File: config.mk
export PLATFORM = sky130hd
export DESIGN_NAME = ram512k_top
export DESIGN_NICKNAME = d
export VERILOG_FILES = /design/src/hw/cpc_ram_pkg.sv /design/src/hw/bank_select_reg.sv /design/src/hw/bus_cycle_tracker.sv /design/src/hw/block_mapper.sv /design/src/hw/overdrive_ctrl.sv /design/src/hw/ram512k_top.sv
export SDC_FILE = /design/constraint.sdc
export NUM_CORES = 1
export LEC_CHECK = 0
export BUFFER_PORTS_ARGS = -buffer_cell sky130_fd_sc_hd__buf_4
export CORE_UTILIZATION = 40
export DETAILED_ROUTE_END_ITERATION = 12
export GPL_ROUTABILITY_DRIVEN = 0
export GPL_TIMING_DRIVEN = 0
export PLACE_DENSITY = 0.74
export SLEW_MARGIN = 0
export SYNTH_ARGS = -nofsm -noshare
export SYNTH_HDL_FRONTEND = slang
export SYNTH_HIERARCHICAL = 1
export SYNTH_SLANG_ARGS = --single-unit
File: constraint.sdc
create_clock -name clk -period 1.1 [get_ports clk]
set_input_delay 0.275 -clock clk [delete_from_list [all_inputs] [get_ports clk]]
set_output_delay 0.275 -clock clk [all_outputs]
set_load 0.01 [all_outputs]
File: src/hw/cpc_ram_pkg.sv
// Shared types and constants for the 512K RAM expansion bank logic
// Referenced by scoped name from every RTL module of the expansion
package cpc_ram_pkg;

  // 64K bank number ccc from the select byte
  typedef logic [2:0] bank_t;

  // Block switching scheme bbb from the select byte
  typedef logic [2:0] scheme_t;

  // Processor 16K block, {adr15, adr14}
  typedef logic [1:0] block_t;

  // SRAM address bits 18..14 as {bank, block}
  typedef logic [4:0] ram_adr_hi_t;

  // Data bits 7..6 of a bank-select write
  localparam logic [1:0] SELECT_CODE = 2'b11;

  // Schemes tested by both mapper and overdrive
  localparam scheme_t SCHEME_TOP    = 3'b001; // Top block from expansion
  localparam scheme_t SCHEME_FULL   = 3'b010; // Whole 64K from expansion
  localparam scheme_t SCHEME_SCREEN = 3'b011; // Block 01 redirected onto screen block

  // Blocks with special meaning in the mapping table
  localparam block_t BLOCK_TOP = 2'b11; // &C000..&FFFF
  localparam block_t BLOCK_ONE = 2'b01; // &4000..&7FFF

endpackage

File: src/hw/bank_select_reg.sv
// Bank and scheme register of the RAM expansion
// Loaded by a Z80 I/O write of 11cccbbb with adr15 low, sampled on clk
`timescale 1ns/1ps

module bank_select_reg (
  input  logic                clk,
  input  logic                reset_b,
  input  logic                iorq_b,
  input  logic                wr_b,
  input  logic                adr15,
  input  logic [7:0]          data,
  output cpc_ram_pkg::bank_t   bank,
  output cpc_ram_pkg::scheme_t scheme
);

  logic select_wr; // Bank-select I/O write seen at this edge

  // I/O write, port decode on adr15 only, marker in the top two data bits
  assign select_wr = !iorq_b && !wr_b && !adr15 &&
                     (data[7:6] == cpc_ram_pkg::SELECT_CODE);

  always_ff @(posedge clk) begin
    if (!reset_b) begin
      bank   <= '0;               // Bank 0
      scheme <= '0;               // Scheme 000, internal RAM mapping
    end else if (select_wr) begin
      bank   <= data[5:3];        // ccc
      scheme <= data[2:0];        // bbb
    end
    // Other I/O and memory cycles keep the current mapping
  end

endmodule

File: src/hw/bus_cycle_tracker.sv
// Memory cycle tracker for the Z80 bus
// Registers mreq_b, flags the first edge of a memory cycle and the edges after it,
// and latches the accessed 16K block so all other logic sees one stable view
`timescale 1ns/1ps

module bus_cycle_tracker (
  input  logic                clk,
  input  logic                reset_b,
  input  logic                mreq_b,
  input  logic                adr15,
  input  logic                adr14,
  output logic                cycle_start,
  output logic                cycle_active,
  output cpc_ram_pkg::block_t block
);

  logic mreq_b_q; // mreq_b at the previous edge

  // Strobe low now, high at the previous edge
  assign cycle_start  = !mreq_b && mreq_b_q;

  // Strobe low now and at the previous edge
  assign cycle_active = !mreq_b && !mreq_b_q;

  always_ff @(posedge clk) begin
    if (!reset_b) begin
      mreq_b_q <= 1'b1;           // Bus idle
      block    <= '0;
    end else begin
      mreq_b_q <= mreq_b;
      if (cycle_start) begin
        block <= {adr15, adr14};  // Held until the next cycle start
      end
    end
  end

endmodule

File: src/hw/block_mapper.sv
// Mapping table of the 512K expansion
// Turns bank, scheme and the latched block into the expansion select and
// the high SRAM address bits. On a 464 the shadow bank stands in for the
// internal RAM, and the bank that aliases onto it is folded one bank lower.
// Chip select is only asserted inside an active memory cycle.
`timescale 1ns/1ps

module block_mapper #(
  parameter bit MODE_464  = 1'b1, // 464 only with the shadow bank in place of internal RAM
  parameter bit SHADOW_HI = 1'b0  // Shadow bank 111 when set and 011 when clear
) (
  input  cpc_ram_pkg::bank_t      bank,
  input  cpc_ram_pkg::scheme_t    scheme,
  input  cpc_ram_pkg::block_t     block,
  input  logic                    cycle_active,
  output logic                    ram_sel,
  output logic                    ramcs_b,
  output cpc_ram_pkg::ram_adr_hi_t ram_adr_hi
);

  localparam cpc_ram_pkg::bank_t SHADOW_BANK = {SHADOW_HI, 2'b11};

  cpc_ram_pkg::bank_t eff_bank; // Bank after shadow aliasing
  logic               blk_or;   // adr15 OR adr14 of the latched block

  // On a 464 requests for the reserved shadow bank fall to the even bank below
  assign eff_bank = (MODE_464 && (bank == SHADOW_BANK)) ? (SHADOW_BANK & 3'b110) : bank;

  assign blk_or = block[1] | block[0];

  always_comb begin
    ram_sel    = MODE_464;              // Internal RAM lives in the shadow bank on a 464
    ram_adr_hi = {SHADOW_BANK, block};  // Default is the internal result
    case (scheme)
      cpc_ram_pkg::SCHEME_TOP: begin
        if (block == cpc_ram_pkg::BLOCK_TOP) begin
          ram_sel    = 1'b1;
          ram_adr_hi = {eff_bank, 2'b11};
        end
      end
      cpc_ram_pkg::SCHEME_FULL: begin   // All four blocks from the bank
        ram_sel    = 1'b1;
        ram_adr_hi = {eff_bank, block};
      end
      cpc_ram_pkg::SCHEME_SCREEN: begin
        if (block == cpc_ram_pkg::BLOCK_TOP) begin
          ram_sel    = 1'b1;
          ram_adr_hi = {eff_bank, 2'b11};
        end else begin
          // Block 01 lands on the shadow screen block 11
          ram_adr_hi = {SHADOW_BANK, blk_or, block[0]};
        end
      end
      default: begin
        // Schemes 1xx page one block of the bank into &4000 and 000 stays internal
        if (scheme[2] && (block == cpc_ram_pkg::BLOCK_ONE)) begin
          ram_sel    = 1'b1;
          ram_adr_hi = {eff_bank, scheme[1:0]};
        end
      end
    endcase
  end

  // Low only during the active part of a memory cycle
  assign ramcs_b = !(ram_sel && cycle_active);

endmodule

File: src/hw/overdrive_ctrl.sv
// Overdrive flags for adr15 and adr14
// The board uses them to force the processor address seen by internal RAM,
// so redirected blocks do not write into the screen area
`timescale 1ns/1ps

module overdrive_ctrl #(
  parameter bit OVERDRIVE = 1'b1 // Forcing logic present
) (
  input  logic                 clk,
  input  logic                 reset_b,
  input  logic                 mreq_b,
  input  logic                 cycle_active,
  input  cpc_ram_pkg::scheme_t scheme,
  input  cpc_ram_pkg::block_t  block,
  output logic                 overdrive_hi,
  output logic                 overdrive_lo
);

  logic cycle_active_q; // cycle_active at the previous edge
  logic arm;            // First edge of the active part of a cycle
  logic hi_req;
  logic lo_req;

  assign arm = cycle_active && !cycle_active_q;

  // Block 01 pushed up to &C000 in the screen scheme
  assign hi_req = (scheme == cpc_ram_pkg::SCHEME_SCREEN) &&
                  (block == cpc_ram_pkg::BLOCK_ONE);

  // Block 11 pushed down to &0000 when it comes from the expansion
  assign lo_req = ((scheme == cpc_ram_pkg::SCHEME_TOP) ||
                   (scheme == cpc_ram_pkg::SCHEME_FULL)) &&
                  (block == cpc_ram_pkg::BLOCK_TOP);

  always_ff @(posedge clk) begin
    if (!reset_b) begin
      cycle_active_q <= 1'b0;
      overdrive_hi   <= 1'b0;
      overdrive_lo   <= 1'b0;
    end else begin
      cycle_active_q <= cycle_active;
      if (mreq_b) begin           // Strobe gone, release the bus
        overdrive_hi <= 1'b0;
        overdrive_lo <= 1'b0;
      end else if (arm) begin
        overdrive_hi <= OVERDRIVE && hi_req;
        overdrive_lo <= OVERDRIVE && lo_req;
      end
    end
  end

endmodule

File: src/hw/ram512k_top.sv
// Top level of the 512K RAM expansion bank logic
// Connects the Z80 bus to the bank register, the cycle tracker, the mapper
// and the overdrive flags, and drives the SRAM control pins
`timescale 1ns/1ps

module ram512k_top #(
  parameter bit MODE_464  = 1'b1, // 464 with shadow bank
  parameter bit SHADOW_HI = 1'b0, // Shadow bank 111 instead of 011
  parameter bit OVERDRIVE = 1'b1  // Address forcing enabled
) (
  input  logic                    clk,
  input  logic                    reset_b,
  input  logic                    adr15,
  input  logic                    adr14,
  input  logic                    iorq_b,
  input  logic                    mreq_b,
  input  logic                    ramrd_b,
  input  logic                    wr_b,
  input  logic [7:0]              data,
  output logic                    ramdis,
  output logic                    ramcs_b,
  output cpc_ram_pkg::ram_adr_hi_t ramadrhi,
  output logic                    ramoe_b,
  output logic                    ramwe_b,
  output logic                    overdrive_hi,
  output logic                    overdrive_lo
);

  cpc_ram_pkg::bank_t   bank;
  cpc_ram_pkg::scheme_t scheme;
  cpc_ram_pkg::block_t  block;
  logic                 cycle_active;

  assign ramoe_b = ramrd_b; // SRAM output enable straight from the bus
  assign ramwe_b = wr_b;

  bank_select_reg u_bank_select_reg (
    .clk     (clk),
    .reset_b (reset_b),
    .iorq_b  (iorq_b),
    .wr_b    (wr_b),
    .adr15   (adr15),
    .data    (data),
    .bank    (bank),
    .scheme  (scheme)
  );

  bus_cycle_tracker u_bus_cycle_tracker (
    .clk          (clk),
    .reset_b      (reset_b),
    .mreq_b       (mreq_b),
    .adr15        (adr15),
    .adr14        (adr14),
    .cycle_start  (),
    .cycle_active (cycle_active),
    .block        (block)
  );

  block_mapper #(
    .MODE_464  (MODE_464),
    .SHADOW_HI (SHADOW_HI)
  ) u_block_mapper (
    .bank         (bank),
    .scheme       (scheme),
    .block        (block),
    .cycle_active (cycle_active),
    .ram_sel      (ramdis),       // High disables internal RAM
    .ramcs_b      (ramcs_b),
    .ram_adr_hi   (ramadrhi)
  );

  overdrive_ctrl #(
    .OVERDRIVE (OVERDRIVE)
  ) u_overdrive_ctrl (
    .clk          (clk),
    .reset_b      (reset_b),
    .mreq_b       (mreq_b),
    .cycle_active (cycle_active),
    .scheme       (scheme),
    .block        (block),
    .overdrive_hi (overdrive_hi),
    .overdrive_lo (overdrive_lo)
  );

endmodule

==> impl_results.md <==
* Status: complete, but fails checks
* Failing checks: negative setup slack
* # diodes at 0
* Area post-placement at 846 µm²
* RSZ-0062 raised after global routing: true
* Total power at 0.949 mW
* Pins Over Slew Limit at 0
* Wirelength per Cell at 11.7 µm
* Synth cell types at 25
* Clk_lat worst skew at 0.27 ns
* R2R setup slack at -0.08 ns
* WP buf/inv at 1
* Post-Place Worst Slack at -0.204 ns
* Sequential power share at 47.7%
* Drt drc at 0
* Final #Nets at 119
* Cell count after synthesis at 70
* Initial antenna violation count at 0
* R2R cell count at 5
* Reg2reg start: u_bank_select_reg/scheme[2]$_SDFFE_PN0P_
* PD cells at 1000 nW/µm²
* Clock period minus final worst setup slack at 1.58 ns
* Clock share of power at 37.4%
* R2r endpoint: u_overdrive_ctrl/overdrive_hi$_SDFFE_PP0P_
* Max Cap Violations at 0
* Rel. slew slack at 62.0%
* Syn avg cell area at 8.94 µm²
* GRT Max-Usage Layer: met2
* Smallest hold slack at 0.243 ns
* Final worst setup slack at -0.477 ns
* P_int at 0.727 mW
* Clock Tree Buf Depth at 2
* Sequence of cells on the critical path: and3b_2 -> o31a_1 -> buf_4
* Die Y at 41.5 µm
* Initial Util at 45.2%
* GRT Overall Usage at 17.3%
* Post-route setup TNS at -2.03 ns
* Dpl hpwl at 980 µm
* Pin count of the biggest net entering global routing at 11
* Ports at 27
* DRT iter0 DRCs at 8
* IO Port Bufs at 24
* CP Max Fanout at 5
* Worst slew pin tran at 0.565 ns
* Final Util at 68.6%
* Final setup violation count at 8
* GR Util met2 at 30.0%
* Met3 global-route usage at 1.30%
* CP endpoint kind: output pin
* Overflow after GRT at 0
* Die Width at 41.5 µm
* Switching Power at 0.222 mW
* F_max at 634 MHz
* Crit path max-delay family: flip-flops
* Critical path's largest stage delay at 0.37 ns
* Root Driver: clkbuf_4
* Clock skew at 0.00389 ns
* Post-Syn Area at 626 µm²
* Total wire length at 1370 µm
* Site row count at 13
* H-tree lvl count at 1
* Stages on worst setup path at 3
* Leakage Power at 0.411 nW
* Crit start category: flop
* Pre-antenna DRT Iters at 3
* First-pass GRT wire length at 2320 µm
* Combinational Power Share at 14.9%
* CTS tree: done
* Sw Share at 23.4%
* Total number of vias at 581
* Sequential element share of the synthesized area at 38.4%
* Crit path capture: ramadrhi[4]
* M1 GR Usage at 20.8%
* Avg Vias per Cell at 4.97
* Fillers at 124
* Non-filler cells, final at 117
* Hold Path Class: in -> reg
* ANT nets after route at 0
* WP data required at 0.82 ns
* Die Area at 1730 µm²
* Critical path class: reg -> out
* Synthesized flop and latch total at 12
* Max IR drop VDD at 0.760 mV
* Area Overhead vs Synth at 51.6%
* Placed cells at 109
* Total clock buffers created by CTS at 3
* Crit path DAT at 1.30 ns
* Share of layout cells above drive strength 1 at 48.0%
* Warning count from the yosys run at 6
* CP startpoint: u_bank_select_reg/scheme[2]$_SDFFE_PN0P_
* Final hold vios at 0
* CTS Sinks at 12
* Clock Pin Slew Worst Setup and Hold Paths at 0.08 ns
* Core area at 1380 µm²
* Vias in the first global route at 555
* Post-synth net total at 86
* Worst path slowest cell: dfxtp_4
* Final clock period utilization by the worst path at 143%
* Final instance area at 948 µm²
-- cells in the final DEF, fill, tap and decap left out --
cell type  instances
nor2_1             1
dfxtp_2            2
o31ai_2            1
a21oi_1            1
and4bb_1           1
buf_6              4
inv_1              3
a32oi_1            1
nand2b_1           4
dfxtp_1            7
and2b_1            1
o211ai_1           1
nand4b_1           1
mux2i_1            8
nor3b_4            1
clkbuf_8           1
and3b_2            1
nor4_4             1
nor2b_4            1
xor2_1             1
and2_1             1
nand2_1           18
clkbuf_4           3
clkbuf_1           1
dfxtp_4            3
conb_1             1
buf_4             27
nor2_2             1
and4b_2            1
o31a_1             2
o32ai_2            1
inv_2              1
-- flip-flops by register name, indices dropped and copies added, names as in the netlist --
signal / cells
u_overdrive_ctrl/overdrive_hi: 1
u_bank_select_reg/scheme: 3
u_bus_cycle_tracker/mreq_b_q: 1
u_overdrive_ctrl/cycle_active_q: 1
u_bus_cycle_tracker/block: 2
u_bank_select_reg/bank: 3
u_overdrive_ctrl/overdrive_lo: 1
-- per-layer routing --
layer / wire [µm] / vias to the layer above / share of wire, %
li1: - / 303 / -
met4: 0 / 0 / 0
met5: 0 / - / 0
met3: 43 / 0 / 3.1
met1: 607 / 262 / 44
met2: 720 / 16 / 53
-- cells by family (layout without fill, tap and decap cells) --
| kind of cell | Yosys count | after routing | synth area share, % |
|---|---|---|---|
| AOI/OAI and AO/OA | 7 | 7 | 8.80 |
| xor gates and xnor gates | 1 | 1 | 1.40 |
| buffers and inverters | 8 | 40 | 6.60 |
| DFF | 12 | 12 | 38.4 |
| muxes | 8 | 8 | 12.8 |
| other | 1 | 1 | 0.599 |
| and+or+nand+nor | 33 | 33 | 31.4 |
-- power by group through the flow --
stage | combinational (mW) | sequential [mW] | clock [mW]
after floorplan | 0.0602 | 0.463 | 0
after global placement | 0.127 | 0.466 | 0
after detailed placement | 0.130 | 0.467 | 0
after CTS | 0.140 | 0.454 | 0.356
after global routing | 0.154 | 0.455 | 0.389
final | 0.142 | 0.452 | 0.355
-- layout make-up --
class / instances / area [µm²] / area share, %
multi-input combinational: 50 / 373 / 39.3
sequential: 12 / 254 / 26.8
timing repair buffer: 28 / 225 / 23.7
clock buffer: 4 / 36.3 / 3.83
tap: 15 / 18.8 / 1.98
inverter: 4 / 15.0 / 1.58
buffer: 4 / 26.3 / 2.77
-- worst min path at each step --
stage / to / cells past startpoint / from / slack (ns)
6_report: u_bus_cycle_tracker/mreq_b_q$_SDFF_PN1_ / 2 / mreq_b / 0.24
2_1_floorplan: u_bus_cycle_tracker/mreq_b_q$_SDFF_PN1_ / 1 / reset_b / 0.35
4_1_cts: u_bus_cycle_tracker/mreq_b_q$_SDFF_PN1_ / 2 / mreq_b / 0.23
3_5_place_dp: u_overdrive_ctrl/overdrive_hi$_SDFFE_PP0P_ / 2 / u_overdrive_ctrl/overdrive_hi$_SDFFE_PP0P_ / 0.45
5_1_grt: u_bus_cycle_tracker/mreq_b_q$_SDFF_PN1_ / 2 / mreq_b / 0.23
3_3_place_gp: u_overdrive_ctrl/overdrive_hi$_SDFFE_PP0P_ / 2 / u_overdrive_ctrl/overdrive_hi$_SDFFE_PP0P_ / 0.44
-- repair_timing --
action | CTS | global route
resized for setup | 11 | 3
hold buffers | 0 | 0
buffers inserted | 4 | 0
endpoints found under the hold margin | 0 | 0
pin swaps | 6 | 0
setup endpoints to repair | 7 | 8
gates cloned | 0 | 0
-- synthesized netlist by cell type --
library cell / instances / area share [%]
a21oi_1: 1 / 0.80
a32oi_1: 1 / 1.4
nor4_4: 1 / 3.4
xor2_1: 1 / 1.4
nand2b_1: 4 / 4.0
nand2_1: 18 / 11
nor2_1: 2 / 1.2
nand4b_1: 1 / 1.4
o32ai_1: 1 / 1.4
and2b_1: 1 / 1.2
buf_4: 3 / 3.6
inv_1: 4 / 2.4
and4bb_1: 1 / 2.0
o31a_1: 2 / 2.8
clkbuf_1: 1 / 0.60
o211ai_1: 1 / 1.2
and4b_1: 1 / 1.6
dfxtp_1: 12 / 38
o31ai_1: 1 / 1.2
conb_1: 1 / 0.60
mux2i_1: 8 / 13
nor3b_1: 1 / 1.2
nor2b_4: 1 / 2.2
and2_1: 1 / 1.0
and3b_1: 1 / 1.4
-- worst register-to-register path: stages (launching register included) --
cell	delay (ns)
dfxtp_4	0.37
buf_6	0.12
buf_6	0.10
and4bb_1	0.27
nand4b_1	0.12
a21oi_1	0.14
No activity file was read; power rests on OpenSTA's default activity.
